===== src/logic/mpmc_pkg.sv =====
package mpmc_pkg;

	// ==================================================
	// sizes
	// ==================================================

	localparam int NUM_CHANNELS = 4;
	localparam int CH_IDX_W = 2;

	// request fifo entries, also the credits each client starts with
	localparam int FIFO_DEPTH = 4;
	localparam int FIFO_PTR_W = $clog2(FIFO_DEPTH);

	localparam int DATA_W = 256;
	localparam int MASK_W = 32;
	localparam int unsigned STRIP_BYTES = 32;

	localparam int BYTE_ADDR_W = 32;
	localparam int APP_ADDR_W = 30;
	localparam int BLEN_W = 2;
	localparam int APP_CMD_W = 3;

	// app_cmd codes of the memory core
	localparam logic [APP_CMD_W-1:0] CMD_WRITE = 3'd0;
	localparam logic [APP_CMD_W-1:0] CMD_READ = 3'd1;

	// ==================================================
	// types
	// ==================================================

	typedef logic [BYTE_ADDR_W-1:0] byte_addr_t;
	typedef logic [APP_ADDR_W-1:0] app_addr_t;
	typedef logic [DATA_W-1:0] strip_t;
	typedef logic [MASK_W-1:0] lane_sel_t;
	// beats minus one
	typedef logic [BLEN_W-1:0] blen_t;
	typedef logic [CH_IDX_W-1:0] ch_idx_t;
	typedef logic [APP_CMD_W-1:0] app_cmd_t;

	// one client request, valid for a single cycle
	typedef struct packed {
		logic valid;
		logic we;
		blen_t blen;
		byte_addr_t adr;
		lane_sel_t sel;
		strip_t data;
	} ch_req_t;

	// one response beat, ack lasts one cycle
	typedef struct packed {
		logic ack;
		byte_addr_t adr;
		strip_t data;
	} ch_resp_t;

	// request plus the channel it came from
	typedef struct packed {
		ch_req_t req;
		ch_idx_t ch;
	} fifo_entry_t;

	typedef enum logic [2:0] {
		IDLE,
		ISSUE_WRITE,
		ISSUE_READ,
		WAIT_READ,
		DONE
	} mc_state_t;

endpackage

===== src/logic/mpmc_req_fifo.sv =====
module mpmc_req_fifo (
	input logic mem_ui_clk,
	input logic irst,
	input mpmc_pkg::ch_req_t req,
	input mpmc_pkg::ch_idx_t ch,
	input logic pop,
	output mpmc_pkg::fifo_entry_t head,
	output logic not_empty,
	output logic credit
);

	typedef logic [mpmc_pkg::FIFO_PTR_W-1:0] ptr_t;

	mpmc_pkg::fifo_entry_t mem [mpmc_pkg::FIFO_DEPTH];
	ptr_t wr_ptr;
	ptr_t rd_ptr;
	logic [mpmc_pkg::FIFO_PTR_W:0] count;
	logic push;

	// credits guarantee room, so a valid request always lands
	assign push = req.valid;
	assign not_empty = (count != '0);

	always_ff @(posedge mem_ui_clk) begin
		if (push) begin
			mem[wr_ptr].req <= req;
			mem[wr_ptr].ch <= ch;
		end
	end

	// depth is a power of two, pointers wrap on their own
	always_ff @(posedge mem_ui_clk) begin
		if (irst) begin
			wr_ptr <= '0;
			rd_ptr <= '0;
			count <= '0;
			credit <= 1'b0;
		end else begin
			if (push)
				wr_ptr <= wr_ptr + 1'b1;
			if (pop)
				rd_ptr <= rd_ptr + 1'b1;
			case ({push, pop})
			2'b10: count <= count + 1'b1;
			2'b01: count <= count - 1'b1;
			default: ;
			endcase
			// one credit back per popped entry
			credit <= pop;
		end
	end

	// stale entries never look valid
	always_comb begin
		head = mem[rd_ptr];
		head.req.valid = mem[rd_ptr].req.valid & not_empty;
	end

endmodule


===== config.mk =====
export PLATFORM = sky130hd
export DESIGN_NAME = mpmc_req_fifo
export DESIGN_NICKNAME = d
export VERILOG_FILES = /design/src/logic/mpmc_pkg.sv /design/src/logic/mpmc_req_fifo.sv
export SDC_FILE = /design/constraint.sdc
export NUM_CORES = 1
export LEC_CHECK = 0
export ABC_AREA = 1
export ABC_CLOCK_PERIOD_IN_PS = 15500
export BUFFER_PORTS_ARGS = -buffer_cell sky130_fd_sc_hd__buf_4
export CAP_MARGIN = 40
export CORE_ASPECT_RATIO = 0.75
export CORE_MARGIN = 3
export CORE_UTILIZATION = 45
export DETAILED_ROUTE_END_ITERATION = 12
export PLACE_DENSITY = 0.73
export SLEW_MARGIN = 30
export SYNTH_ARGS = -nofsm -noshare
export SYNTH_HDL_FRONTEND = slang
export SYNTH_SLANG_ARGS = --single-unit
export TNS_END_PERCENT = 50

===== constraint.sdc =====
create_clock -name mem_ui_clk -period 15.5 [get_ports mem_ui_clk]
set_input_delay 3.1 -clock mem_ui_clk [delete_from_list [all_inputs] [get_ports mem_ui_clk]]
set_output_delay 3.1 -clock mem_ui_clk [all_outputs]
set_load 0.02 [all_outputs]

==> metrics.cfg <==
[floorplanning]
die-area_um2 = 112000
die_h_um = 290
die_x_um = 385
rows = 103
start_util_pct = 45.7
core_area_um2 = 106000
ios = 657

[synth]
synth_cell_types = 20
synthCells = 3217
synth_nets = 3552
synthesis.area_um2 = 48400
ys_seq_area_share_pct = 81.3
yosys_warnings = 0
syn_area_per_cell_um2 = 15.1
ys_ff_latch = 1314

[clock_tree]
clock_sinks = 1314
cts_hold_buffers = 0
clkLatencyLatePin_ps = 690
tritoncts = built
clk_pin_slew_ps = 70
cts-root-buf = clkbuf_16
htree_levels = 3
numCtsBuffers = 118
post_cts_buffers = 0
ctsLongestPathBuffers = 3
ctsResizeCount = 0

[global_routing]
grt_max_degree = 249
overflow = 0
antenna_found_initial = 6
grt_use_total_pct = 19.2
grt_pass1_vias = 27980
grt_pass1_wl_um = 168000

[placement]
gp_congestion = 0.760
dp_slack_ps = 8360
io_buffers = 656
dp_hpwl_um = 65600
dp.cells = 5118

[sta]
rsz0062_at_grt = false
hold_violations = 0
finalSetupViolations = 0
skew_ps = 26.7
timing.hold.ws_ps = 430
fmax_mhz = 131
min_period_over_period_pct = 49.3
tightest_slew_ps = 1060
timing.setup.tns_ps = 0
slew_headroom_pct = 29.4
fin_ws_ps = 7850
report.final.slew_viol_count = 0
fin_crit_ps = 7650

[detailed_routing]
antenna_left = 0
vias = 28902
firstDrtPassIters = 5
drtIter0Drc = 2104
viasPerCell = 5.41
routed_wl_um = 111000
wl_per_cell_um = 20.8
drc = 0

[pwr]
power_density_nw_per_um2 = 132
irDropWorstVdd_mv = 0.108
p_total_mw = 7.76
p_leak_nw = 20.1

[cells_and_area]
mostFrequentLayoutCells = edfxtp_1, buf_4, o21ai_0
final_common_cell = edfxtp_1
final_cell_count_no_fill = 5343
areaGrowthSynthToFinish_pct = 21.0
num-nets-final = 4161
drive_above_1_share_pct = 22.4

[setup_path]
max_stage_delay_ps = 700
crit_path_frequent_cell = buf_4
cp_slowest_cell = buf_4
crit_fanout = 248
crit_required_ps = 12400
start_kind = flip-flop
r2r_start = wr_ptr[0]
worstPathCellList = buf_16, inv_16, buf_4, buf_4, buf_4, o21ai_0, o22ai_1, buf_4
cp.arrival_ps = 4550
end_kind = output port
critPathKind = flip-flop to output port
rrSetupSlack_ps = 11470

[flow_run]
max_cap_viol_count = 0

[run_status]
outcome = completed

[min_path]
hp-start = rd_ptr[1]
hp-class = flip-flop to flip-flop

registers in the layout (all words and copies together) (netlist names), named ones only:
name / flops
credit: 1
wr_ptr: 2
count: 3
mem: 1304
rd_ptr: 2
cell usage after synthesis, drive strengths merged:
library cell,count,area (µm²)
nand2,13,48.8
fa,1,20.0
nand3,1,5.00
a21oi,6,30.0
o22ai,325,2030
buf,63,457
nand4,1,6.26
clkinv,1,5.00
nor2,656,2460
inv,19,71.3
o21ai,657,3290
nor3,1,5.00
edfxtp,1304,39200
dfxtp,10,200
clkbuf,154,578
ha,5,62.6
critical path, delay by kind of cell (launching register included):
| kind | cells | cell delay (ps) |
|---|---|---|
| buffers and inverters | 6 | 2840 |
| flip-flops | 1 | 420 |
| AO/OA/AOI/OAI | 2 | 420 |
layout make-up:
class	instances	area (µm²)
Antenna cell	4	10.0
Clock buffer	150	3140
Clock inverter	66	561
Fill cell	8288	47500
Inverter	20	129
Multi-Input combinational cell	1666	7960
Sequential cell	1314	39400
Tap cell	1417	1770
Timing Repair Buffer	706	5650
through the flow:
| stage | util, % | instance area (µm²) |
|---|---|---|
| 2_1_floorplan | - | 48400 |
| 3_5_place_dp | 51.6 | 54800 |
| 4_1_cts | 55.1 | 58500 |
| 5_1_grt | 55.2 | 58600 |
| 3_3_place_gp | 51.3 | 54400 |
| 6_report | 55.2 | 58600 |
routing by layer:
layer / track usage, % / up-vias / part of all wire [%]
li1: - / 13424 / -
met1: 24.8 / 14367 / 40
met2: 31.5 / 945 / 49
met3: 6.03 / 160 / 9.0
met4: 5.06 / 6 / 2.2
met5: 0 / - / 0.048
cell families after synthesis:
family | after synthesis | share of synthesized area [%]
compound gates | 988 | 11.0
fa+ha+maj | 6 | 0.171
buf+inv | 237 | 2.29
flops | 1314 | 81.3
simple gates | 672 | 5.22
where the power goes:
part / leakage (nW) / total [mW] / switching, mW / internal (mW)
sequential: 12.1 / 4.10 / 0.0318 / 4.07
clock: 1.82 / 2.77 / 1.25 / 1.52
combinational: 6.26 / 0.888 / 0.578 / 0.310
path summary, 6_finish.rpt:
| check | end | cells after the start |
|---|---|---|
| worst max register to register | mem[2][124] | 9 |
| worst max-delay path | head[95] | 8 |
| worst min-delay path | flip-flop | 1 |
| worst min register to register | flip-flop | 1 |
(Power assumes the default switching activity.)
