$ cat src/logic/mpmc_pkg.sv
package mpmc_pkg;

	// ==================================================
	// sizes
	// ==================================================

	localparam int NUM_CHANNELS = 4;
	localparam int CH_IDX_W = 2;

	// request fifo entries, also the credits each client starts with
	localparam int FIFO_DEPTH = 4;
	localparam int FIFO_PTR_W = $clog2(FIFO_DEPTH);

	localparam int DATA_W = 256;
	localparam int MASK_W = 32;
	localparam int unsigned STRIP_BYTES = 32;

	localparam int BYTE_ADDR_W = 32;
	localparam int APP_ADDR_W = 30;
	localparam int BLEN_W = 2;
	localparam int APP_CMD_W = 3;

	// app_cmd codes of the memory core
	localparam logic [APP_CMD_W-1:0] CMD_WRITE = 3'd0;
	localparam logic [APP_CMD_W-1:0] CMD_READ = 3'd1;

	// ==================================================
	// types
	// ==================================================

	typedef logic [BYTE_ADDR_W-1:0] byte_addr_t;
	typedef logic [APP_ADDR_W-1:0] app_addr_t;
	typedef logic [DATA_W-1:0] strip_t;
	typedef logic [MASK_W-1:0] lane_sel_t;
	// beats minus one
	typedef logic [BLEN_W-1:0] blen_t;
	typedef logic [CH_IDX_W-1:0] ch_idx_t;
	typedef logic [APP_CMD_W-1:0] app_cmd_t;

	// one client request, valid for a single cycle
	typedef struct packed {
		logic valid;
		logic we;
		blen_t blen;
		byte_addr_t adr;
		lane_sel_t sel;
		strip_t data;
	} ch_req_t;

	// one response beat, ack lasts one cycle
	typedef struct packed {
		logic ack;
		byte_addr_t adr;
		strip_t data;
	} ch_resp_t;

	// request plus the channel it came from
	typedef struct packed {
		ch_req_t req;
		ch_idx_t ch;
	} fifo_entry_t;

	typedef enum logic [2:0] {
		IDLE,
		ISSUE_WRITE,
		ISSUE_READ,
		WAIT_READ,
		DONE
	} mc_state_t;

endpackage
$ cat src/logic/mpmc_round_robin.sv
module mpmc_round_robin (
	input logic mem_ui_clk,
	input logic irst,
	input logic [mpmc_pkg::NUM_CHANNELS-1:0] req,
	input logic grant_en,
	output logic [mpmc_pkg::NUM_CHANNELS-1:0] pop,
	output mpmc_pkg::ch_idx_t sel
);

	mpmc_pkg::ch_idx_t last;
	mpmc_pkg::ch_idx_t idx;
	logic found;

	// scan starts just after the last grant and ends on it
	always_comb begin
		sel = last;
		found = 1'b0;
		idx = last;
		for (int i = 1; i <= mpmc_pkg::NUM_CHANNELS; i++) begin
			idx = last + mpmc_pkg::ch_idx_t'(i);
			if (!found && req[idx]) begin
				sel = idx;
				found = 1'b1;
			end
		end
		pop = '0;
		if (grant_en && found)
			pop[sel] = 1'b1;
	end

	// after reset channel 0 is first in line
	always_ff @(posedge mem_ui_clk) begin
		if (irst)
			last <= mpmc_pkg::ch_idx_t'(mpmc_pkg::NUM_CHANNELS - 1);
		else if (grant_en && found)
			last <= sel;
	end

endmodule

$ cat config.mk
export PLATFORM = sky130hd
export DESIGN_NAME = mpmc_round_robin
export DESIGN_NICKNAME = d
export VERILOG_FILES = /design/src/logic/mpmc_pkg.sv /design/src/logic/mpmc_round_robin.sv
export SDC_FILE = /design/constraint.sdc
export NUM_CORES = 1
export LEC_CHECK = 0
export BUFFER_PORTS_ARGS = -buffer_cell sky130_fd_sc_hd__buf_2
export CORE_AREA = 2 2 39 41
export DETAILED_ROUTE_END_ITERATION = 6
export DIE_AREA = 0 0 41 43
export SLEW_MARGIN = 20
export SYNTH_ARGS = -nofsm -noshare
export SYNTH_HDL_FRONTEND = slang
export SYNTH_SLANG_ARGS = --single-unit
$ cat constraint.sdc
create_clock -name mem_ui_clk -period 1.6 [get_ports mem_ui_clk]
set_clock_uncertainty 0.05 [all_clocks]
set_input_delay 0.08 -clock mem_ui_clk [delete_from_list [all_inputs] [get_ports mem_ui_clk]]
set_output_delay 0.08 -clock mem_ui_clk [all_outputs]
set_load 0.01 [all_outputs]
==> results of run 1 <==
-- cells in the final DEF (no fill, tap or decap), drive strengths merged, types with 2 or more instances in the layout --
cell type,instances
dfxtp,2
buf,20
a311oi,2
a21oi,3
nor4,2
clkbuf,3
o21ai,2
-- synth_stat cells --
master / instances
a21oi_1: 3
dfxtp_1: 2
a21o_1: 1
a311oi_1: 1
a311oi_2: 1
a32oi_1: 1
and3b_1: 1
buf_6: 1
inv_4: 1
mux2i_1: 1
nand2_1: 1
nand2b_1: 1
nand3_1: 1
nor2_1: 1
nor2b_1: 1
nor3b_1: 1
nor4_1: 1
nor4_2: 1
o21ai_0: 1
o21ai_1: 1
o31ai_4: 1
o41ai_4: 1
or2_1: 1
or3_4: 1
or3b_4: 1
-- tightest hold or removal path: cells and delay by family --
| family | cells | cell delay, ps |
|---|---|---|
| buffers and inverters | 1 | 110 |
| AOI/OAI and AO/OA | 2 | 100 |
-- where the power goes --
part	internal (mW)	switching, mW
registers	0.0558	0.00712
clock network	0.0827	0.0290
logic	0.0792	0.0768
-- worst max-delay path by stage --
stage,start,cells past startpoint,end
6_report,last[1],4,pop[1]
5_1_grt,last[1],4,pop[1]
4_1_cts,last[1],5,pop[1]
3_5_place_dp,last[1],5,pop[0]
3_3_place_gp,last[1],5,pop[0]
2_1_floorplan,last[1],5,pop[0]
-- per-stage QoR --
| step | setup slack, ps | utilization [%] | cells |
|---|---|---|---|
| global placement | 131 | 25.0 | 56 |
| global route | -116 | 33.0 | 66 |
| finish | -86.8 | 33.0 | 66 |
| detailed placement | 122 | 25.0 | 56 |
| CTS | -39.5 | 31.2 | 66 |
| floorplan | 158 | - | 28 |
-- routing by layer --
layer	share of wire [%]	up-vias
li1	-	157
met1	36	153
met2	56	10
met3	7.3	2
met4	0.67	0
met5	0	-
-- cells by family after synthesis --
group                  Yosys count
and+or+nand+nor                 12
AOI/OAI and AO/OA               11
DFF                              2
buffers and inverters            2
muxes                            1
-- repair_timing --
action	4_1_cts	5_1_grt
hold endpoints to repair	0	0
cloned	0	0
hold buffers	0	0
setup endpoints to repair	4	5
pin swaps	7	5
resized for setup	6	6
buffers inserted	7	0
-- layout make-up --
class                      count  area share (%)
multi-input combinational     24            52.3
sequential                     2            9.86
inverter                       1            1.37
tap                           16            4.38
timing repair buffer          20            27.1
clock buffer                   3            4.93
==> results_dict.tcl, run 1 <==
set metrics [dict create \
    crit_family "simple AND/OR/NAND/NOR gates" \
    synthAdderAreaFrac_pct 0 \
    drt_drc_violations_left 0 \
    coreArea_mm2 0.00138 \
    muxShareOfSynthArea_pct 3.70 \
    setup_viol 5 \
    synth_top_area_share_pct 14.8 \
    max_stage_delay_ps 400 \
    gr-usage-met3_pct 5.24 \
    worst-path-max-fanout 7 \
    r2r-end "last[0]" \
    maxSlewHeadroom_pct 60.5 \
    synth_area_per_cell_um2 9.65 \
    hold_start "irst" \
    drive_gt1_share_pct 78.0 \
    final_cell_area_um2 457 \
    yosysUniqueCellTypes 25 \
    startpoint_type "flip-flop" \
    regArea_um2 45.0 \
    holdPathStages 3 \
    endpoint_kind "output pin" \
    htreeDepth 1 \
    crit_chain "buf_6 > or3b_4 > a311oi_2 > buf_2" \
    period_share_pct 105 \
    ys_ff_latch 2 \
    largest_reg_flops 2 \
    floorplan.initialDensity_pct 19.5 \
    wl_per_cell_um 13.5 \
    yosys.area.top_type "dfxtp_1" \
    grt_pass1_wl_um 1360 \
    root_buffer "clkbuf_4" \
    use_met2_pct 20.3 \
    yosysWarnings 0 \
    diodes 0 \
    synth_compound_area_share_pct 42.1 \
    final_nets 59 \
    grt_pass1_vias 303 \
    cts.sinks 2 \
    die_area_mm2 0.00176 \
    drt_iter0_markers 4 \
    cts_made_buffers 3 \
    synth_top_family_by_area "compound AO/OA/AOI/OAI gates" \
    top_regs "last: 2 flops" \
    finalSetupTns_ps -200 \
    crit_type "reg -> out" \
    antenna_found_initial 0 \
    syn_inst 28 \
    timing.final.ws_setup_ps -86.8 \
    worstPathArrival_ps 1560 \
    top_register "last" \
    rows 14 \
    syn_nets 35 \
    dr.pass1.iters 4 \
    violations "negative setup slack" \
    p_total_uw 331 \
    tritoncts "done" \
    fmax_mhz 593 \
    drtAntennaViolNets 0 \
    hold_end "last[1]" \
    layout.filler_cells 150 \
    io_pins 13 \
    clk_latency_ps 220 \
    vias 322 \
    maxSlewViolCount 0 \
    ff2ff_setup_slack_ps 90 \
    dp_hpwl_um 511 \
    gp_congestion 0.729 \
    peakVddDrop_v 0.000328 \
    io_buffer_count 12 \
    placedInstanceArea_um2 347 \
    wl_um 893 \
    hold_violations 0 \
    p_leak_nw 0.198 \
    die_h_um 43 \
    hold_ws_ps 54.5 \
    die_w_um 41 \
    area_delta_synth_final_pct 69.0 \
    gr-usage-met1_pct 11.8 \
    netlist_area_um2 270 \
    rsz0062_at_grt "true" \
    globalRouteTotalUtil_pct 11.8 \
    hp-class "in -> reg" \
    grt_max_degree 9 \
    min_period_ps 1690 \
    grt_busiest_layer "met2" \
    gr-total-overflow 0 \
    multiInputGateArea_um2 239 \
    r2r-start "last[1]" \
    run_status "finished with violations" \
    viasPerCell 4.88 \
    synth_xor_area_share_pct 0 \
    clkTransAtPathRegs_ps 30 \
    yosys.area_share.simple_pct 32.9 \
    yosysSeqAreaShare_pct 14.8 \
    cpMaxStageDelayCell "or3b_4" \
    cts_max_path_buffers 2 \
    p_per_area_mw_per_mm2 724 \
    crit_required_ps 1470 \
    rr_worst_depth 5 \
    worst_pin_slew_ps 590 \
    cp_num_buf_inv 2 \
    maxCapViolations 0 \
    ys_top_cells_by_area "dfxtp_1, o41ai_4, o31ai_4, a21oi_1, a311oi_2" \
]
No activity file was read; power rests on OpenSTA's default activity.
==> run 2, diff against run 1 <==
==> constraint.sdc (replaced) <==
create_clock -name mem_ui_clk -period 1.6 [get_ports mem_ui_clk]
set_clock_uncertainty 0.05 [all_clocks]
set_input_delay 0.24 -clock mem_ui_clk [delete_from_list [all_inputs] [get_ports mem_ui_clk]]
set_output_delay 0.24 -clock mem_ui_clk [all_outputs]
set_load 0.01 [all_outputs]
==> results_dict.tcl, run 2 (synthesis results as in run 1) <==
set metrics [dict create \
    hold_end "last[1]" \
    top_regs "last: 2 flops" \
    coreArea_mm2 0.00138 \
    r2r-end "last[0]" \
    layout_commonest_cell "buf_2" \
    die_w_um 41 \
    tritoncts "done" \
    drt_iter0_markers 10 \
    floorplan.initialDensity_pct 19.5 \
    startpoint_type "flip-flop" \
    dp_hpwl_um 541 \
    peakVddDrop_v 0.000265 \
    cp_num_buf_inv 2 \
    worst-path-max-fanout 8 \
    layout_common_cells "buf_2, buf_4, clkbuf_4" \
    hold_violations 0 \
    placedInstanceArea_um2 385 \
    clk_latency_ps 220 \
    grt_pass1_vias 288 \
    wl_um 735 \
    run_status "finished with violations" \
    rr_worst_depth 3 \
    die_h_um 43 \
    fmax_mhz 564 \
    globalRouteTotalUtil_pct 9.51 \
    hp-class "in -> reg" \
    largest_reg_flops 2 \
    gp_congestion 0.761 \
    area_delta_synth_final_pct 64.8 \
    grt_pass1_wl_um 1140 \
    cts_made_buffers 3 \
    layout.filler_cells 155 \
    drt_drc_violations_left 0 \
    p_per_area_mw_per_mm2 721 \
    io_buffer_count 12 \
    antenna_found_initial 0 \
    endpoint_kind "output pin" \
    crit_chain "or3_4 > o31ai_4 > inv_4 > a311oi_2 > buf_2" \
    drive_gt1_share_pct 72.9 \
    timing.final.ws_setup_ps -173 \
    hold_buffers 0 \
    worstPathArrival_ps 1480 \
    cpMaxStageDelayCell "or3_4" \
    violations "negative setup slack" \
    root_buffer "clkbuf_4" \
    min_period_ps 1770 \
    final_nets 57 \
    p_total_uw 321 \
    top_register "last" \
    rows 14 \
    max_stage_delay_ps 380 \
    final_cell_area_um2 445 \
    wl_per_cell_um 11.5 \
    ff2ff_setup_slack_ps 330 \
    cts_max_path_buffers 2 \
    maxSlewViolCount 0 \
    setup_viol 5 \
    crit_type "reg -> out" \
    die_area_mm2 0.00176 \
    grt_max_degree 9 \
    worst_pin_slew_ps 486 \
    gr-total-overflow 0 \
    final_util_pct 32.2 \
    r2r-start "last[1]" \
    clkTransAtPathRegs_ps 30 \
    cts.sinks 2 \
    maxSlewHeadroom_pct 67.5 \
    crit_family "simple AND/OR/NAND/NOR gates" \
    io_pins 13 \
    maxCapViolations 0 \
    hold_start "irst" \
    p_leak_nw 0.197 \
    period_share_pct 111 \
    diodes 0 \
    vias 310 \
    htreeDepth 1 \
    drtAntennaViolNets 0 \
    viasPerCell 4.84 \
    holdPathStages 3 \
    rsz0062_at_grt "true" \
    crit_required_ps 1310 \
    dr.pass1.iters 4 \
]
run 2: metrics by stage:
stage                     std cells  hold slack, ps  TNS (ps)  setup WS (ps)
after floorplan                  28             295         0           22.3
after global placement           60             426     -58.3          -37.5
after detailed placement         60             437      -153          -63.4
after CTS                        64             202      -637           -173
after global routing             64             214      -962           -226
final                            64             207      -610           -173
run 2: area by class of cell:
class	instances	area [um^2]	share of cell area [%]
clock buffer	3	22.5	5.06
inverter	1	6.26	1.40
multi-input combinational	24	241	54.2
sequential	2	43.8	9.83
tap	16	20.0	4.49
timing repair buffer	18	111	25.0
run 2: where the power goes:
group | leakage, nW | internal (mW) | switching (mW)
registers | 0.0168 | 0.0553 | 0.00690
logic | 0.167 | 0.0746 | 0.0744
clock network | 0.0138 | 0.0826 | 0.0274
total | 0.197 | 0.212 | 0.109
run 2: worst min-delay path, delay by kind of cell:
family / cells / cell delay [ps]
AO/OA/AOI/OAI: 2 / 100
buffers and inverters: 1 / 110
run 2: worst max path at each step:
| stage | endpoint | startpoint | cells after the start |
|---|---|---|---|
| 2_1_floorplan | pop[1] | last[1] | 5 |
| 3_3_place_gp | pop[2] | last[1] | 5 |
| 3_5_place_dp | pop[1] | last[1] | 5 |
| 4_1_cts | pop[1] | last[1] | 5 |
| 5_1_grt | pop[1] | last[1] | 5 |
| 6_report | pop[1] | last[1] | 5 |
run 2: per-layer routing:
| metal | GRT usage (%) | vias up | wire [um] |
|---|---|---|---|
| met3 | 1.57 | 0 | 70 |
| met4 | 8.00 | 0 | 0 |
| met2 | 11.3 | 23 | 309 |
| met5 | 0 | - | 0 |
| li1 | - | 155 | - |
| met1 | 14.0 | 132 | 355 |
run 2: what timing repair did:
action,CTS,global route
buffers inserted,1,0
hold endpoints to repair,0,0
endpoints found under the setup margin,6,6
gates resized for setup,7,3
pin swaps,3,0
==> run 3, diff against run 2 <==
--- a/constraint.sdc
+++ b/constraint.sdc
@@ -4,2 +4,2 @@
 set_output_delay 0.24 -clock mem_ui_clk [all_outputs]
-set_load 0.01 [all_outputs]
+set_load 0.1 [all_outputs]
==> results_dict.tcl, run 3 (synthesis results as in run 1) <==
set metrics [dict create \
    globalRouteTotalUtil_pct 12.7 \
    clk_latency_ps 220 \
    min_period_ps 1930 \
    gr-total-overflow 0 \
    cp_num_buf_inv 2 \
    coreArea_mm2 0.00138 \
    maxSlewViolCount 0 \
    top_register "last" \
    pre_cts_ws_ps -220 \
    worst_pin_slew_ps 613 \
    drt_iter0_markers 6 \
    die_w_um 41 \
    grt_pass1_wl_um 1520 \
    finalSetupTns_ps -1490 \
    final_nets 63 \
    hp-class "in -> reg" \
    worst-path-max-fanout 8 \
    cpMaxStageDelayCell "or3_4" \
    gp_congestion 0.696 \
    period_share_pct 121 \
    area_delta_synth_final_pct 131 \
    die_h_um 43 \
    rows 14 \
    cts_max_path_buffers 2 \
    antenna_found_initial 0 \
    maxCapViolations 0 \
    largest_reg_flops 2 \
    setup_viol 6 \
    layout_commonest_cell "buf_4" \
    layout_common_cells "buf_4, buf_2, buf_12" \
    htreeDepth 1 \
    clkTransAtPathRegs_ps 30 \
    grt_pass1_vias 330 \
    root_buffer "clkbuf_4" \
    crit_family "simple AND/OR/NAND/NOR gates" \
    grt_max_degree 9 \
    crit_type "reg -> out" \
    dr.pass1.iters 2 \
    io_buffer_count 12 \
    p_leak_nw 0.259 \
    crit_required_ps 1310 \
    floorplan.initialDensity_pct 19.5 \
    cts_made_buffers 3 \
    dp_hpwl_um 684 \
    wl_um 894 \
    viasPerCell 4.69 \
    wl_per_cell_um 12.8 \
    diodes 0 \
    drive_gt1_share_pct 79.6 \
    drt_drc_violations_left 0 \
    hold_violations 0 \
    top_regs "last: 2 flops" \
    peakVddDrop_v 0.000362 \
    regArea_um2 45.0 \
    max_stage_delay_ps 400 \
    timing.final.ws_setup_ps -330 \
    maxSlewHeadroom_pct 58.7 \
    drtAntennaViolNets 0 \
    startpoint_type "flip-flop" \
    die_area_mm2 0.00176 \
    io_pins 13 \
    layout.filler_cells 137 \
    run_status "finished with violations" \
    endpoint_kind "output pin" \
    crit_chain "or3_4 > o31ai_4 > inv_6 > nor4_4 > buf_12" \
    fmax_mhz 518 \
    rsz0062_at_grt "true" \
    p_per_area_mw_per_mm2 830 \
    vias 328 \
    worstPathArrival_ps 1640 \
    violations "negative setup slack" \
    tritoncts "done" \
    multiInputGateArea_um2 298 \
    cts.sinks 2 \
]
## run 3: repair_timing
action | in CTS | in global routing
setup buffers | 1 | 0
resized for setup | 5 | 5
setup endpoints to repair | 6 | 6
pin swaps | 2 | 2
hold buffers | 0 | 0
## run 3: worst paths after layout
check / startpoint / slack (ps) / cells after the start / endpoint
worst max-delay path: last[1] / -330 / 5 / pop[0]
worst min-delay path: irst / 220 / 3 / last[1]
worst max register to register: last[1] / 330 / 4 / last[1]
worst min register to register: last[1] / 510 / 2 / last[1]
## run 3: report_power, final
| part | leakage, nW | internal [mW] | total, mW | switching (mW) |
|---|---|---|---|---|
| Sequential | 0.0164 | 0.0558 | 0.0636 | 0.00777 |
| Combinational | 0.228 | 0.132 | 0.341 | 0.209 |
| Clock | 0.0138 | 0.0829 | 0.113 | 0.0299 |
## run 3: cell type report
cell class,instances,share of cell area (%)
multi-input combinational,24,47.8
inverter,1,1.41
timing repair buffer,24,36.7
sequential,2,7.23
clock buffer,3,3.61
tap,16,3.21
## run 3: stage by stage
stage	std cells	area (um^2)	total power, mW	utilization (%)	hold slack, ps
after floorplan	28	327	0.274	-	295
after global placement	66	553	0.382	40.0	428
after detailed placement	66	553	0.386	40.0	450
after CTS	70	601	0.517	43.4	213
after global routing	70	623	0.549	45.0	212
final	70	623	0.517	45.0	221
## run 3: worst register-to-register path, stage by stage (launching register included)
cell	delay (ps)
dfxtp_4	360
or3_4	400
o31ai_4	100
buf_4	170
o21ai_1	60
## run 3: per-layer routing
layer / GRT usage (%) / share of wire [%] / vias up
met1: 15.3 / 40 / 158
met4: 6.00 / 0 / 0
met3: 3.14 / 3.2 / 0
met2: 20.0 / 57 / 4
met5: 0 / 0 / -
li1: - / - / 166
