--- src/logic/mpmc_pkg.sv ---
package mpmc_pkg;

	// ==================================================
	// sizes
	// ==================================================

	localparam int NUM_CHANNELS = 4;
	localparam int CH_IDX_W = 2;

	// request fifo entries, also the credits each client starts with
	localparam int FIFO_DEPTH = 4;
	localparam int FIFO_PTR_W = $clog2(FIFO_DEPTH);

	localparam int DATA_W = 256;
	localparam int MASK_W = 32;
	localparam int unsigned STRIP_BYTES = 32;

	localparam int BYTE_ADDR_W = 32;
	localparam int APP_ADDR_W = 30;
	localparam int BLEN_W = 2;
	localparam int APP_CMD_W = 3;

	// app_cmd codes of the memory core
	localparam logic [APP_CMD_W-1:0] CMD_WRITE = 3'd0;
	localparam logic [APP_CMD_W-1:0] CMD_READ = 3'd1;

	// ==================================================
	// types
	// ==================================================

	typedef logic [BYTE_ADDR_W-1:0] byte_addr_t;
	typedef logic [APP_ADDR_W-1:0] app_addr_t;
	typedef logic [DATA_W-1:0] strip_t;
	typedef logic [MASK_W-1:0] lane_sel_t;
	// beats minus one
	typedef logic [BLEN_W-1:0] blen_t;
	typedef logic [CH_IDX_W-1:0] ch_idx_t;
	typedef logic [APP_CMD_W-1:0] app_cmd_t;

	// one client request, valid for a single cycle
	typedef struct packed {
		logic valid;
		logic we;
		blen_t blen;
		byte_addr_t adr;
		lane_sel_t sel;
		strip_t data;
	} ch_req_t;

	// one response beat, ack lasts one cycle
	typedef struct packed {
		logic ack;
		byte_addr_t adr;
		strip_t data;
	} ch_resp_t;

	// request plus the channel it came from
	typedef struct packed {
		ch_req_t req;
		ch_idx_t ch;
	} fifo_entry_t;

	typedef enum logic [2:0] {
		IDLE,
		ISSUE_WRITE,
		ISSUE_READ,
		WAIT_READ,
		DONE
	} mc_state_t;

endpackage
--- src/logic/mpmc_state_machine.sv ---
module mpmc_state_machine (
	input logic mem_ui_clk,
	input logic irst,
	input logic calib_complete,
	input mpmc_pkg::fifo_entry_t head,
	input logic app_rdy,
	input logic app_wdf_rdy,
	input logic app_rd_data_valid,
	output logic grant_en,
	output mpmc_pkg::fifo_entry_t cur,
	output mpmc_pkg::mc_state_t state,
	output logic app_en,
	output mpmc_pkg::app_cmd_t app_cmd,
	output mpmc_pkg::app_addr_t app_addr,
	output mpmc_pkg::strip_t app_wdf_data,
	output mpmc_pkg::lane_sel_t app_wdf_mask,
	output logic app_wdf_wren,
	output logic app_wdf_end,
	output mpmc_pkg::byte_addr_t beat_adr,
	output logic wr_done
);

	// commands issued and beats returned
	mpmc_pkg::blen_t req_cnt;
	mpmc_pkg::blen_t resp_cnt;
	// write strip already taken by the core
	logic wdf_sent;
	mpmc_pkg::byte_addr_t strip_base;
	mpmc_pkg::byte_addr_t req_adr;
	logic cmd_accept;

	// ==================================================
	// addresses
	// ==================================================

	assign strip_base = cur.req.adr & ~mpmc_pkg::byte_addr_t'(mpmc_pkg::STRIP_BYTES - 1);
	assign req_adr = strip_base + mpmc_pkg::byte_addr_t'(req_cnt) * mpmc_pkg::STRIP_BYTES;
	assign beat_adr = strip_base + mpmc_pkg::byte_addr_t'(resp_cnt) * mpmc_pkg::STRIP_BYTES;
	assign app_addr = req_adr[mpmc_pkg::APP_ADDR_W-1:0];

	// ==================================================
	// memory core interface
	// ==================================================

	assign grant_en = (state == mpmc_pkg::IDLE) && calib_complete;

	// data goes first, the write command follows once it is taken
	assign app_wdf_wren = (state == mpmc_pkg::ISSUE_WRITE) && !wdf_sent;
	assign app_wdf_end = app_wdf_wren;
	assign app_wdf_data = cur.req.data;
	assign app_wdf_mask = ~cur.req.sel;

	assign app_en = ((state == mpmc_pkg::ISSUE_WRITE) && wdf_sent) ||
		(state == mpmc_pkg::ISSUE_READ);
	assign app_cmd = cur.req.we ? mpmc_pkg::CMD_WRITE : mpmc_pkg::CMD_READ;

	assign cmd_accept = app_en && app_rdy;
	assign wr_done = cmd_accept && (state == mpmc_pkg::ISSUE_WRITE);

	// granted entry is held for the whole transaction
	always_ff @(posedge mem_ui_clk) begin
		if (grant_en && head.req.valid)
			cur <= head;
	end

	// ==================================================
	// sequencer
	// ==================================================

	always_ff @(posedge mem_ui_clk) begin
		if (irst) begin
			state <= mpmc_pkg::IDLE;
			wdf_sent <= 1'b0;
			req_cnt <= '0;
			resp_cnt <= '0;
		end else begin
			case (state)
			mpmc_pkg::IDLE: begin
				if (grant_en && head.req.valid) begin
					state <= head.req.we ? mpmc_pkg::ISSUE_WRITE : mpmc_pkg::ISSUE_READ;
					wdf_sent <= 1'b0;
					req_cnt <= '0;
					resp_cnt <= '0;
				end
			end
			mpmc_pkg::ISSUE_WRITE: begin
				if (!wdf_sent) begin
					if (app_wdf_rdy)
						wdf_sent <= 1'b1;
				end else if (app_rdy) begin
					state <= mpmc_pkg::DONE;
				end
			end
			mpmc_pkg::ISSUE_READ: begin
				// early beats may come back while commands are still going out
				if (app_rd_data_valid)
					resp_cnt <= resp_cnt + 1'b1;
				if (app_rdy) begin
					if (req_cnt == cur.req.blen)
						state <= mpmc_pkg::WAIT_READ;
					else
						req_cnt <= req_cnt + 1'b1;
				end
			end
			mpmc_pkg::WAIT_READ: begin
				if (app_rd_data_valid) begin
					if (resp_cnt == cur.req.blen)
						state <= mpmc_pkg::DONE;
					else
						resp_cnt <= resp_cnt + 1'b1;
				end
			end
			mpmc_pkg::DONE: state <= mpmc_pkg::IDLE;
			default: state <= mpmc_pkg::IDLE;
			endcase
		end
	end

endmodule

--- config.mk ---
export PLATFORM = sky130hd
export DESIGN_NAME = mpmc_state_machine
export DESIGN_NICKNAME = d
export VERILOG_FILES = /design/src/logic/mpmc_pkg.sv /design/src/logic/mpmc_state_machine.sv
export SDC_FILE = /design/constraint.sdc
export NUM_CORES = 1
export LEC_CHECK = 0
export BUFFER_PORTS_ARGS = -buffer_cell sky130_fd_sc_hd__clkbuf_2
export CELL_PAD_IN_SITES_DETAIL_PLACEMENT = 1
export CELL_PAD_IN_SITES_GLOBAL_PLACEMENT = 2
export CORE_AREA = 2 2 395 397
export DETAILED_ROUTE_END_ITERATION = 6
export DIE_AREA = 0 0 397 399
export PLACE_DENSITY_LB_ADDON = 0.1
export SYNTH_ARGS = -nofsm -noshare
export SYNTH_HDL_FRONTEND = slang
export SYNTH_SLANG_ARGS = --single-unit
export TNS_END_PERCENT = 50
--- constraint.sdc ---
create_clock -name mem_ui_clk -period 12.3 [get_ports mem_ui_clk]
set_input_delay 0 -clock mem_ui_clk [delete_from_list [all_inputs] [get_ports mem_ui_clk]]
set_output_delay 0 -clock mem_ui_clk [all_outputs]
set_load 0.02 [all_outputs]
==> results.md, run 1 <==
- EDFF count, synth: 326
- Avg WL per Cell: between 15 and 20 um
- Hold slack: 0.0882 ns
- Unrepaired setup endpoints after global routing: no
- Gpl congestion: a little under 0.8
- Clk Latency, worst-skew pair: 0.61 ns
- F_max: 270 MHz
- Post-Route WL: 77200 um
- Hold Crit Class: in -> reg
- Syn avg cell area: 16.0 sq um
- Cells after synthesis: 843
- Post-synthesis cell type count: 47
- Maxcap violations: 0
- Skew final: 0.0185 ns
- Max-slew violations: 0
- Overall die height: 399 um
- Largest net degree at the start of global routing: roughly 110
- Initial antenna violation count: 23
- TritonCTS clock tree: done
- Flops & latches, synth: 334
- CP startpoint kind: register
- Iter 0 DRT Violations: 369
- Vias in the first global route: between 10000 and 15000
- Slew @ Worst Pin: ~1.0 ns
- Nets@finish: 2310
- Post-DP HPWL: around 64000 um
- Cts bufs inserted: 50
- Full die area: 0.158 sq mm
- Post-route ant nets: 0
- Reg-to-Reg End: app_wdf_data[195]
- Most frequent cells in the layout: clkbuf_2, dlygate4sd3_1, edfxtp_1
- # IOs: approximately 1000
- Final setup margin: 8.59 ns
- Postcts setup bufs: 0
- Reg-to-reg startpoint: state[1]
- Final setup violation count: 0
- Congestion Overflow GR: 0
- CTS root buf: clkbuf_16
- Core area: about 0.15 sq mm
- CTS clk-pin slew, worst paths: ~0.060 ns
- Post-Place Worst Slack: 8.41 ns
- Crit path time final: between 3 and 4 ns
- End of the critical path: app_wdf_data[195]
- Area growth syn-to-layout: 78.1%
- Max Root-Sink Buffers: 3
- Final hold violations: 0
- GRT Resource Usage Total: under 10%
- Setup CP Type: reg -> reg
- Register area share after synthesis: approximately three quarters
- Drt via density: between 2 and 3
- Commonest non-fill, non-tap cell in the layout: clkbuf_2
- Launch point of the critical path: state[1]
- Effective utilization at floorplan: 8.77%
- Critical path arrival: 3.95 ns
- Synth Cell Area: 0.0135 sq mm
- Status: finished, final reports clean
- Worst vdd ir: 0.0000933 V
- Router iterations before antenna repair: 4
- Final period utilization: 30.1%
- CTS H-tree lvls: 2
- Synth top area share: 72.6%
- Cell taking the most area after synthesis: edfxtp_1
- Dominant cells by area after synthesis: edfxtp_1, buf_4, xnor2_1
- Normalized max-slew margin: 32.0%
- Setup TNS: 0 ns
- Max FO, Critical Path: about 70
- Clock sinks: 334
- Share of cells above drive strength 1: a little over half
- Die width: 397 um
- Port Buf Inserts: 1006
- Leakage: approximately 0.01 uW
- Rows: 144
- Critical path endpoint category: register
- Prevailing post-synth register cell: edfxtp_1
- Worst r2r path cells: 4
- Register-to-register path setup slack: approximately 8.6 ns
- Power Density: 135 mW/mm^2
- Via count: 10882
- Post-synth ARST share: 0%
- Syn. warnings: 0
- Final Power: 3240 uW
- Post-layout util: ~16%
- First-pass GRT wire length: 100000 um
- # DRC: 0
- Worst endpoint required time: around 13 ns
## cell type report
cell class	count	area, sq um
Fill cell	17781	130000
Sequential cell	334	9950
Timing Repair Buffer	1347	8450
Tap cell	2044	2560
Multi-Input combinational cell	197	1350
Clock buffer	59	1280
Clock inverter	27	255
Inverter	42	158
Antenna cell	5	12.5
## synth_stat cells (2+ instances only)
| cell | n |
|---|---|
| xnor2_1 | 36 |
| clkbuf_1 | 7 |
| nand4_4 | 2 |
| buf_4 | 269 |
| o21ai_0 | 4 |
| a21oi_1 | 5 |
| buf_2 | 3 |
| nand2b_1 | 4 |
| and4_1 | 2 |
| xor2_1 | 16 |
| nor2_1 | 16 |
| o22ai_1 | 2 |
| fa_1 | 2 |
| nand4_1 | 11 |
| nor3_1 | 7 |
| dfxtp_1 | 8 |
| inv_1 | 42 |
| nand2_1 | 30 |
| edfxtp_1 | 326 |
| nand3b_1 | 3 |
| a31oi_1 | 3 |
| nand3_1 | 11 |
| or3_1 | 2 |
| and2_1 | 3 |
| ha_1 | 4 |
| nor4_1 | 4 |
## critical path: stages (launching register included)
cell     delay (ns)
dfxtp_1        0.47
nor4b_1        0.44
and2_4         0.68
buf_4          0.65
buf_4          0.86
## kinds of logic (layout without fill, tap and decap cells)
logic type / after synthesis / after routing / share of synthesized area, %
AOI/OAI and AO/OA: 19 / 19 / 0.872
xor gates and xnor gates: 52 / 52 / 3.38
adders and majority gates: 6 / 6 / 0.668
buffers and inverters: 323 / 1475 / 16.5
DFF: 334 / 334 / 73.8
muxes: 2 / 2 / 0.158
other: 1 / 17 / 0.0278
and+or+nand+nor: 106 / 106 / 4.58
## registers in the layout, indices dropped and copies added (netlist names)
register,cells
app_wdf_data,256
cur,70
state,3
req_cnt,2
resp_cnt,2
wdf_sent,1
## worst min-delay path by stage
stage | startpoint | slack [ns] | cells after the start | endpoint
after floorplan | head[2] | 0.1 | 0 | app_wdf_data[0]
after global placement | head[228] | 0.18 | 1 | app_wdf_data[226]
after detailed placement | head[119] | 0.18 | 1 | app_wdf_data[117]
after CTS | head[167] | 0.00003 | 2 | app_wdf_data[165]
after global routing | head[126] | 0.04 | 2 | app_wdf_data[124]
final | head[167] | 0.09 | 2 | app_wdf_data[165]
## stage by stage
stage	cell area, sq um	instances
floorplan	13500	854
global placement	19100	3627
detailed placement	19100	3627
CTS	24000	4050
global route	24000	4051
finish	24000	4055
## power by group
part / total (uW) / leakage, uW / switching (uW) / internal [uW]
clock network: 1400 / 0.000741 / 589 / 808
logic: 463 / 0.00625 / 280 / 183
registers: 1380 / 0.00310 / 57.9 / 1320
## per-layer routing
metal / wire [um] / part of all wire [%] / track usage [%] / vias up
met4: 1600 / 2.1 / 2.32 / 2
met5: 12 / 0.016 / 0 / -
met2: 42200 / 55 / 17.6 / 562
li1: - / - / - / 4951
met3: 5270 / 6.8 / 2.41 / 90
met1: 28100 / 36 / 9.96 / 5277
## what timing repair did
action / in CTS / in global routing
hold buffers: 337 / 0
gates resized for setup: 0 / 0
setup endpoints to repair: 0 / 0
endpoints found under the hold margin: 334 / 0
Power figures use the tool's default switching activity.
==> inputs of run 2 (changes only) <==
--- a/config.mk
+++ b/config.mk
@@ -5,12 +5,13 @@
 export SDC_FILE = /design/constraint.sdc
 export NUM_CORES = 1
 export LEC_CHECK = 0
+export ABC_AREA = 1
 export BUFFER_PORTS_ARGS = -buffer_cell sky130_fd_sc_hd__clkbuf_2
 export CELL_PAD_IN_SITES_DETAIL_PLACEMENT = 1
 export CELL_PAD_IN_SITES_GLOBAL_PLACEMENT = 2
-export CORE_AREA = 2 2 395 397
+export CORE_AREA = 2 2 401 403
 export DETAILED_ROUTE_END_ITERATION = 6
-export DIE_AREA = 0 0 397 399
+export DIE_AREA = 0 0 403 405
 export PLACE_DENSITY_LB_ADDON = 0.1
 export SYNTH_ARGS = -nofsm -noshare
 export SYNTH_HDL_FRONTEND = slang
==> constraint.sdc (replaced) <==
create_clock -name mem_ui_clk -period 3.1 [get_ports mem_ui_clk]
set_input_delay 0 -clock mem_ui_clk [delete_from_list [all_inputs] [get_ports mem_ui_clk]]
set_output_delay 0 -clock mem_ui_clk [all_outputs]
set_load 0.02 [all_outputs]
==> run 2 against run 1 <==
Net effect:
- cell area up 2.2%
- register-to-register slack worse by 8.0 ns
- flip-flop and latch count unchanged
- cell count up 3.5%
- sequential power rose to 4.6 times the previous value
==> results.md, run 2 <==
- Filler cell count: 18541
- Gpl congestion: 0.754
- Final period utilization: 90.6%
- Synth top area share: 71.6%
- End of the critical path: app_addr[27]
- Register area share after synthesis: 72.7%
- Full die area: 0.163 sq mm
- Slew @ Worst Pin: 0.544 ns
- Syn. warnings: 0
- Clock sinks: between 300 and 400
- Die width: 403 um
- First-pass GRT wire length: 106000 um
- Via count: 11365
- Crit path depth: 10
- Worst endpoint required time: 3.10 ns
- Max FO, Critical Path: 4
- Share of cells above drive strength 1: 53.7%
- Drt via density: about 2.7
- Dominant cells by area after synthesis: edfxtp_1, buf_4, xor2_1
- P_int: 10600 uW
- Skew final: 0.0298 ns
- Critical path endpoint category: output pin
- Clk Latency, worst-skew pair: 0.63 ns
- Crit path cell chain: ha_1 > inv_1 > fa_1 > nor2_4 > nand2_2 > nor2_4 > nand2_2 > nor2_2 > xor2_1 > clkbuf_2
- Status: finished, final reports clean
- Cell taking the most area after synthesis: edfxtp_1
- Non-Filler Instances: 4198
- Post-Route WL: 81200 um
- Post-DP HPWL: 68400 um
- Congestion Overflow GR: 0
- Nets@finish: 2410
- Effective utilization at floorplan: approximately 8.6%
- Layout Cell Area excl Fill: 0.0245 sq mm
- CP max stage delay: 0.44 ns
- Prevailing post-synth register cell: edfxtp_1
- Placed insts: about 3800
- Sw Ratio: 35.8%
- Area growth syn-to-layout: 79.4%
- CTS root buf: clkbuf_16
- Hold slack: 0.0867 ns
- Vias in the first global route: 12480
- Core area: 0.159 sq mm
- Cells after synthesis: ~920
- Crit-path leading delay family: simple AND/OR/NAND/NOR gates
- GRT Resource Usage Total: 9.43%
- Power Density: 673 mW/mm^2
- Avg WL per Cell: 19.3 um
- Rows: 147
- Normalized max-slew margin: a little under two thirds
- Port Buf Inserts: 1006
- Syn avg cell area: 14.8 sq um
- DP Area: 0.0195 sq mm
- Largest net degree at the start of global routing: 68
- Flops & latches, synth: 334
- Final setup violation count: 0
- Cts bufs inserted: slightly below 50
- Most frequent cells in the layout: clkbuf_2, dlygate4sd3_1, edfxtp_1
- Post-synth ARST share: 0%
- Router iterations before antenna repair: 5
- Initial antenna violation count: 25
- TritonCTS clock tree: done
- Hold Crit Class: in -> reg
- Reg-to-Reg End: state[1]
- Iter 0 DRT Violations: 375
- Largest register FFs: roughly 260
- Final hold violations: 0
- Maxcap violations: 0
- Post-synth top cells: edfxtp_1, buf_4, inv_1
- Max-slew violations: 0
- Commonest non-fill, non-tap cell in the layout: clkbuf_2
- Count leader, synth: edfxtp_1
- Synth Cell Area: about 0.014 sq mm
- Max Root-Sink Buffers: 3
- EDFF count, synth: 326
- Critical path arrival: 2.81 ns
- CTS H-tree lvls: 2
- Combinational share of power: 26.2%
- # DRC: 0
- Reg power frac: 38.5%
- Overall die height: a little over 400 um
- Launch point of the critical path: req_cnt[0]
- Register-to-register path setup slack: around 0.59 ns
- Clock power frac: 35.4%
- CTS clk-pin slew, worst paths: 0.06 ns
- Reg-to-reg startpoint: state[0]
- Unrepaired setup endpoints after global routing: no
- Post-route ant nets: 0
- # IOs: 1019
- Worst r2r path cells: 11
- Setup CP Type: reg -> out
- Leakage: 0.0106 uW
- Post-synthesis cell type count: 26
- Post-layout util: between 10% and 20%
- Worst vdd ir: 0.000325 V
- Max stage delay cell, worst path: fa_1
- CP Buf/Inv Count: 2
- F_max: between 300 and 400 MHz
- Crit path time final: 2.81 ns
- CP startpoint kind: register
- NetSw: approximately 5900 uW
[run 2: cell types whose count changed after synthesis, moves of 10 or more]
cell / before / now
nand2_1: 30 / 82
xor2_1: 16 / 43
xnor2_1: 36 / 5
nand2_2: 0 / 11
nor2_1: 16 / 26
inv_1: 42 / 84
[run 2: worst reg2reg max path, delay by kind of cell (launching register included)]
| family | cells | cell delay [ns] |
|---|---|---|
| flops | 1 | 0.36 |
| compound gates | 1 | 0.13 |
| buf+inv | 3 | 1.30 |
| simple gates | 7 | 0.64 |
[run 2: stage by stage]
stage	power, uW	setup TNS, ns	setup WS (ns)
2_1_floorplan	9000	-1876.68	-5.74
3_3_place_gp	10600	0	0.756
3_5_place_dp	10500	0	0.724
4_1_cts	17000	0	0.00176
5_1_grt	17400	0	0.0204
6_report	16500	0	0.290
[run 2: how the worst min path moves through the flow]
stage / startpoint / to / slack (ns) / cells after the start
detailed placement: head[126] / app_wdf_data[124] / 0.18 / 1
global placement: head[132] / app_wdf_data[130] / 0.18 / 1
finish: head[10] / app_wdf_data[8] / 0.09 / 2
CTS: head[132] / app_wdf_data[130] / 0.002 / 2
floorplan: irst / req_cnt[1] / 0.07 / 1
global route: head[63] / app_wdf_data[61] / 0.03 / 2
[run 2: repair_timing]
item	in CTS	in global routing
setup endpoints to repair	0	3
setup buffers	0	1
resized for setup	0	3
endpoints found under the hold margin	349	0
hold buffers	335	0
[run 2: layout make-up]
type	count	area [sq um]	area share (%)
clock buffers	57	1280	5.21
clock inverters	30	370	1.51
flip-flops and latches	334	9960	40.6
multi-input cells	242	1430	5.82
diodes	4	10.0	0.0408
repair buffers	1356	8550	34.8
inverters	89	334	1.36
well taps	2086	2610	10.6
[run 2: cells by family (layout without fill, tap and decap cells)]
group / after synthesis / count (layout) / synth area share, %
AND/OR/NAND/NOR: 164 / 164 / 5.77
buffers and inverters: 359 / 1532 / 17.3
XOR/XNOR: 48 / 48 / 3.07
other: 1 / 16 / 0.0274
adder cells (fa/ha/maj): 6 / 6 / 0.659
AO/OA/AOI/OAI: 12 / 12 / 0.457
flip-flops: 334 / 334 / 72.7
[run 2: power by group through the flow]
| stage | registers [uW] | logic, uW | clock network [uW] |
|---|---|---|---|
| 2_1_floorplan | 7010 | 1990 | 0 |
| 6_report | 6350 | 4320 | 5840 |
| 3_3_place_gp | 6460 | 4090 | 0 |
| 5_1_grt | 6440 | 4640 | 6320 |
| 3_5_place_dp | 6460 | 4020 | 0 |
| 4_1_cts | 6390 | 4470 | 6190 |
[run 2: routing by layer]
| layer | global-route usage, % | vias up | routed length, um |
|---|---|---|---|
| met5 | 0 | - | 0 |
| met4 | 2.55 | 0 | 1980 |
| met3 | 2.52 | 109 | 5340 |
| met2 | 18.0 | 560 | 44100 |
| met1 | 10.1 | 5555 | 29800 |
| li1 | - | 5141 | - |
